**src/hw/cache_pkg.sv**
```systemverilog
package cache_pkg;

    // Refill sequencer state
    typedef enum logic [2:0] {
        NORMAL,
        IC_MISS,
        DC_MISS,
        DOUBLE_MISS,
        DC_WRITEBACK
    } cache_state_t;

    // RAM address sources
    localparam logic [1:0] RAM_SEL_IC = 2'd0;
    localparam logic [1:0] RAM_SEL_DC = 2'd1;
    localparam logic [1:0] RAM_SEL_WB = 2'd2;

    // Data access from the processor, word addressed
    typedef struct packed {
        logic        read;
        logic        write;
        logic [3:0]  byte_en;
        logic [29:0] addr;
        logic [31:0] wdata;
    } dc_req_t;

    typedef struct packed {
        logic        en;
        logic        write;
        logic [29:0] addr;
        logic [31:0] wdata;
    } ram_req_t;

    // ready is a one cycle strobe per word
    typedef struct packed {
        logic        ready;
        logic [31:0] rdata;
    } ram_rsp_t;

    // Command to one cache
    // A clear cmp selects a direct fill into the victim way
    typedef struct packed {
        logic       enable;
        logic       cmp;
        logic       write;
        logic [3:0] byte_en;
        logic       valid;
    } cache_cmd_t;

endpackage

```
**src/hw/cache_control.sv**
```systemverilog
`timescale 1ns/1ps

module cache_control
    import cache_pkg::*;
#(
    parameter int OFFSET_WIDTH = 3
) (
    input  dc_req_t                 dc_req,
    input  logic [OFFSET_WIDTH-1:0] ic_offset,
    input  logic [OFFSET_WIDTH-1:0] dc_offset,
    input  logic                    ic_hit,
    input  logic                    ic_valid,
    input  logic                    dc_hit,
    input  logic                    dc_dirty,
    input  logic                    dc_valid,
    input  logic [31:0]             dc_wb_word,
    input  cache_state_t            state,
    input  logic [OFFSET_WIDTH-1:0] counter,
    input  logic                    ram_ready,
    output cache_cmd_t              ic_cmd,
    output cache_cmd_t              dc_cmd,
    output logic [OFFSET_WIDTH-1:0] ic_word_sel,
    output logic [OFFSET_WIDTH-1:0] dc_word_sel,
    output logic [1:0]              ram_addr_sel,
    output ram_req_t                ram_req,
    output cache_state_t            state_next,
    output logic [OFFSET_WIDTH-1:0] counter_next
);

    logic last_word;
    logic dc_access;
    logic ic_miss;
    logic dc_miss;
    logic copy_from_dc;

    assign last_word = &counter;
    assign dc_access = dc_req.read || dc_req.write;
    assign ic_miss   = !(ic_hit && ic_valid);
    assign dc_miss   = dc_access && !dc_hit;

    // During an instruction load the data cache is probed at the fetch address
    assign copy_from_dc = dc_hit && dc_valid;

    always_comb begin
        // Both caches compare at the processor addresses
        ic_cmd = '{enable: 1'b1, cmp: 1'b1, write: 1'b0, byte_en: 4'h0, valid: 1'b0};
        dc_cmd = '{enable: dc_access, cmp: 1'b1, write: dc_req.write,
                   byte_en: dc_req.byte_en, valid: 1'b0};
        ic_word_sel  = ic_offset;
        dc_word_sel  = dc_offset;
        ram_addr_sel = RAM_SEL_IC;
        // Address field is formed in the top level
        ram_req      = '0;
        state_next   = state;
        // Only taken when the top level advances
        counter_next = counter + 1'b1;

        case (state)
            NORMAL: begin
                counter_next = '0;
                if (dc_miss && dc_valid && dc_dirty) begin
                    state_next = DC_WRITEBACK;
                end else if (ic_miss && dc_miss) begin
                    state_next = DOUBLE_MISS;
                end else if (ic_miss) begin
                    state_next = IC_MISS;
                end else if (dc_miss) begin
                    state_next = DC_MISS;
                end
            end

            DC_WRITEBACK: begin
                // Read the victim word by word
                dc_cmd = '{enable: 1'b1, cmp: 1'b0, write: 1'b0, byte_en: 4'h0, valid: 1'b0};
                dc_word_sel   = counter;
                ram_addr_sel  = RAM_SEL_WB;
                ram_req.en    = 1'b1;
                ram_req.write = 1'b1;
                ram_req.wdata = dc_wb_word;
                if (last_word) begin
                    state_next = DC_MISS;
                end
            end

            DC_MISS: begin
                dc_cmd = '{enable: 1'b1, cmp: 1'b0, write: ram_ready,
                           byte_en: 4'hf, valid: last_word};
                dc_word_sel  = counter;
                ram_addr_sel = RAM_SEL_DC;
                ram_req.en   = 1'b1;
                if (last_word) begin
                    state_next = NORMAL;
                end
            end

            IC_MISS, DOUBLE_MISS: begin
                dc_cmd = '{enable: 1'b1, cmp: 1'b1, write: 1'b0, byte_en: 4'h0, valid: 1'b0};
                dc_word_sel = counter;
                ic_cmd = '{enable: 1'b1, cmp: 1'b0, write: copy_from_dc || ram_ready,
                           byte_en: 4'hf, valid: last_word};
                ic_word_sel  = counter;
                ram_addr_sel = RAM_SEL_IC;
                // RAM stays idle when the block comes from the data cache
                ram_req.en   = !copy_from_dc;
                if (last_word) begin
                    // dc victim was clean when the double miss was seen
                    state_next = (state == DOUBLE_MISS) ? DC_MISS : NORMAL;
                end
            end

            default: begin
                state_next = NORMAL;
            end
        endcase
    end

endmodule

```
**config.mk**
```make
export PLATFORM = sky130hd
export DESIGN_NAME = cache_control
export DESIGN_NICKNAME = d
export VERILOG_FILES = /design/src/hw/cache_pkg.sv /design/src/hw/cache_control.sv
export SDC_FILE = /design/constraint.sdc
export NUM_CORES = 1
export LEC_CHECK = 0
export ABC_AREA = 0
export BUFFER_PORTS_ARGS = -buffer_cell sky130_fd_sc_hd__buf_4
export CAP_MARGIN = 20
export CELL_PAD_IN_SITES_DETAIL_PLACEMENT = 0
export CELL_PAD_IN_SITES_GLOBAL_PLACEMENT = 1
export CORE_MARGIN = 1.5
export CORE_UTILIZATION = 11
export DETAILED_ROUTE_END_ITERATION = 8
export PLACE_DENSITY = 0.93
export SLEW_MARGIN = 20
export SYNTH_ARGS = -nofsm -noshare
export SYNTH_HDL_FRONTEND = slang
export SYNTH_SLANG_ARGS = --single-unit
```
**constraint.sdc**
```tcl
create_clock -name vclk -period 1.6
set_clock_uncertainty 0.15 [all_clocks]
set_input_delay 0.08 -clock vclk [all_inputs]
set_output_delay 0.08 -clock vclk [all_outputs]
set_load 0.01 [all_outputs]
```
Yosys cells after proc, flatten, opt, wreduce, memory -nomap -nowiden
Index checks and enable logic that the tools add are counted. Widths: inputs -> output; s select.

Shift operators: 0. $lt $le $gt $ge: 0. Equality and inequality tests: 4. $add $sub $neg: 1. Reductions and logical operators: 16. Muxes and demuxes: 18. Div/mod/pow operators: 0. $mul: 0. Bitwise logic cells: 0.

Operators by type and width (count): $mux 32 (1); $mux 3 (10); $pmux 8 s3 (1); $pmux 3 s4 (1); $mux 7 (1); $eq 3x2->1 const B (2); $logic_and 1x1->1 (6); $pmux 2 s2 (1); $reduce_or 2->1 (2); $reduce_or 4->1 (1); $add 3x1->3 const B (1); $eq 3x1->1 const B (1); $eq 3x3->1 const B (1); $logic_not 1->1 (3); $logic_not 3->1 (1); $reduce_and 3->1 (1); $logic_or 1x1->1 (2); $mux 2 (1); $pmux 1 s2 (1); $mux 1 (1).

Memories kept: 0. Bits in writable memories: 0. Output and inout bits: 94. Bits in registers: 0. Memory bits (read-only): 0. Input port bits: 118. Logic and storage cells: 39. Bits in latches: 0.

Longest topological paths before layout
Depth in word-level cells: 7. Mapped depth: 5. Gate-level depth less buffers: 5.

Worst setup path after synthesis
No wires, ideal clock.

Path kind: input port to output port. From: in state[0]. To: out dc_word_sel[1]. Required time: 1370 ps. Path buffers: 1. Data arrival time: 1040 ps. Stages: 4. Path slack: 330 ps. Cell sequence: buf_6 > or3_4 > nand2_2 > mux2_1.

Cells in the longest elaborated chain, start to end: 3. Elaborated cells between the ends (all ways): 6. Those cells by class: eq/ne: 4; mux: 1; reduce/logical: 1.

Ends and longest elaborated chain: start: declaration (RTL line cache_control.sv:17) `input cache_state_t state,`; $eq 3x2->1, or another cell as far along (RTL line cache_control.sv:58) `case (state)`; $reduce_or 4->1 (no line) (*); $mux 3 (*) (RTL line cache_control.sv:58); end: declaration (RTL line cache_control.sv:23) `output logic [OFFSET_WIDTH-1:0] dc_word_sel,`.

Every way passes the cells marked *; elsewhere a longest branch is shown, timed or not.

Worst setup path in the final report
From: in state[2]. To: out dc_word_sel[2].

Same word-level chain as after synthesis.

==> flow_metrics.env <==
export IMPL_status="complete, no violations"
export IMPL_dr_pass1_iters=4
export IMPL_cp_required_ps=1370
export IMPL_via_count=1194
export IMPL_drv_cap=0
export IMPL_yosys_top_cells_area="buf_4, and3_1, mux2_2"
export IMPL_yosysSeqAreaShare_pct=0
export IMPL_ant_nets=0
export IMPL_combPwrFrac_pct=100.0
export IMPL_grt_setup_unrepaired="false"
export IMPL_worstSetupStartpointType="input pin"
export IMPL_clock_buffers=0
export IMPL_p_per_area_nw_per_um2=247
export IMPL_syn_area_per_cell_um2=6.80
export IMPL_p_clk_share_pct=0
export IMPL_dpl_hpwl_um=3100
export IMPL_synth_cells=123
export IMPL_start_util_pct=11.5
export IMPL_end_kind="output port"
export IMPL_die_w_um=90.2
export IMPL_hold_class="input pin to output port"
export IMPL_yosysWarnings=0
export IMPL_grt_overflow_total=0
export IMPL_antenna_found_initial=0
export IMPL_grt_pass1_vias=1062
export IMPL_design_seq_count=0
export IMPL_yosysMostFrequentCell="buf_4"
export IMPL_die_y_um=90.2
export IMPL_whs_ps=284
export IMPL_synth_cell_types=29
export IMPL_groute_usage_overall_pct=7.71
export IMPL_layout_drive_gt1_share_pct=58.7
export IMPL_power_switching_w=0.000191
export IMPL_num_antenna_cells=0
export IMPL_coreArea_um2=7290
export IMPL_cts_resized=0
export IMPL_fin_nets=357
export IMPL_synth_top_area_cell="buf_4"
export IMPL_grt_first_pass_wirelength_um=5310
export IMPL_finalHoldViolations=0
export IMPL_max_freq_mhz=686
export IMPL_netlist_top_cells_count="buf_4, and3_1, clkbuf_1, nor2_1, mux2_2"
export IMPL_viasPerCell=3.57
export IMPL_setup_viol=0
export IMPL_drtIter0Drc=53
export IMPL_wl_per_cell_um=10.4
export IMPL_area_growth_pct=105
export IMPL_seqCellArea_um2=0
export IMPL_dieArea_um2=8130
export IMPL_drc=0
export IMPL_tns_ps=0
export IMPL_p_leak_nw=1.07
export IMPL_p_int_w=0.000233
export IMPL_cts_setup_buffers=0
export IMPL_arrival_ps=1230
export IMPL_routed_wirelength_um=3480
export IMPL_syn_area_um2=836
export IMPL_io_pins=212
export IMPL_place_area_um2=1720
export IMPL_rows=31
export IMPL_grt_max_degree=28
export IMPL_critPathMaxFanout=4
export IMPL_place_congestion=0.671
export IMPL_fin_util_pct=23.5
export IMPL_ir_worst_vdd_mv=0.0724
export IMPL_port_buffers=119
export IMPL_period_needed_ps=1460
export IMPL_fin_area_um2=1720
export IMPL_swShare_pct=45.1
export IMPL_synth_top_area_share_pct=30.5
export IMPL_pwr_share_seq_pct=0
export IMPL_p_total_w=0.000424
export IMPL_ctsHoldBuffers=0
export IMPL_period_share_pct=91.1
export IMPL_drv_slew=0
export IMPL_crit_type="input pin to output port"
[critical path, stage by stage]
cell and delay (ps):
buf_4 120, or3_4 410, nand2_2 130, mux2_2 350
buf_4 140
[power groups by stage]
stage                     clock network (W)  registers, W  logic (W)
after floorplan                           0             0   0.000239
after global placement                    0             0   0.000421
after detailed placement                  0             0   0.000428
after CTS                                 0             0   0.000429
after global routing                      0             0   0.000458
final                                     0             0   0.000424
[cells by family (layout without fill, tap and decap cells)]
logic type	after synthesis	in the layout	synth area share [%]
compound gates	13	13	12.1
mux	6	6	8.08
buf+inv	45	128	36.5
fa+ha+maj	2	2	2.99
simple gates	55	55	39.4
other cells	2	31	0.899
[area by class of cell]
| class | count | area (um2) |
|---|---|---|
| Tap cell | 99 | 124 |
| Multi-Input combinational cell | 107 | 639 |
| Fill cell | 814 | 5580 |
| Inverter | 2 | 7.51 |
| Timing Repair Buffer | 126 | 946 |
[final timing paths]
kind,start,to,depth (start not counted)
hold / removal,dc_req[62],dc_cmd[1],3
setup / recovery,state[2],dc_word_sel[2],5
[per-stage QoR]
| step | cells | setup WS, ps |
|---|---|---|
| 3_3_place_gp | 334 | 129 |
| 6_report | 334 | 142 |
| 5_1_grt | 334 | 107 |
| 4_1_cts | 334 | 124 |
| 2_1_floorplan | 152 | 330 |
| 3_5_place_dp | 334 | 127 |
[layer usage]
metal / track usage, % / up-vias / wire (um)
met5: 0 / - / 0
met4: 0 / 0 / 0
met3: 1.18 / 0 / 340
met2: 15.0 / 85 / 1790
met1: 9.29 / 526 / 1360
li1: - / 583 / -
[cell usage in the layout, fill, tap and decap left out]
| cell | synthesis | layout |
|---|---|---|
| buf_4 | 34 | 126 |
| and3_1 | 32 | 32 |
| conb_1 | 2 | 31 |
| nor2_1 | 6 | 6 |
| mux2_2 | 5 | 5 |
| nand2_1 | 4 | 4 |
| a21o_1 | 4 | 4 |
| and2_1 | 3 | 3 |
| nor3_1 | 2 | 2 |
| inv_1 | 2 | 2 |
| o21ai_0 | 2 | 2 |
| a22o_1 | 2 | 2 |
| and2_2 | 2 | 2 |
| ha_1 | 2 | 2 |
| nand2b_1 | 1 | 1 |
| nor3b_2 | 1 | 1 |
| o22ai_1 | 1 | 1 |
| or3_4 | 1 | 1 |
| nand2_2 | 1 | 1 |
| mux2_1 | 1 | 1 |
| a311oi_1 | 1 | 1 |
| or2_2 | 1 | 1 |
| nand3_1 | 1 | 1 |
| a2111o_1 | 1 | 1 |
| o211ai_2 | 1 | 1 |
| a21oi_1 | 1 | 1 |
(Power assumes the default switching activity.)
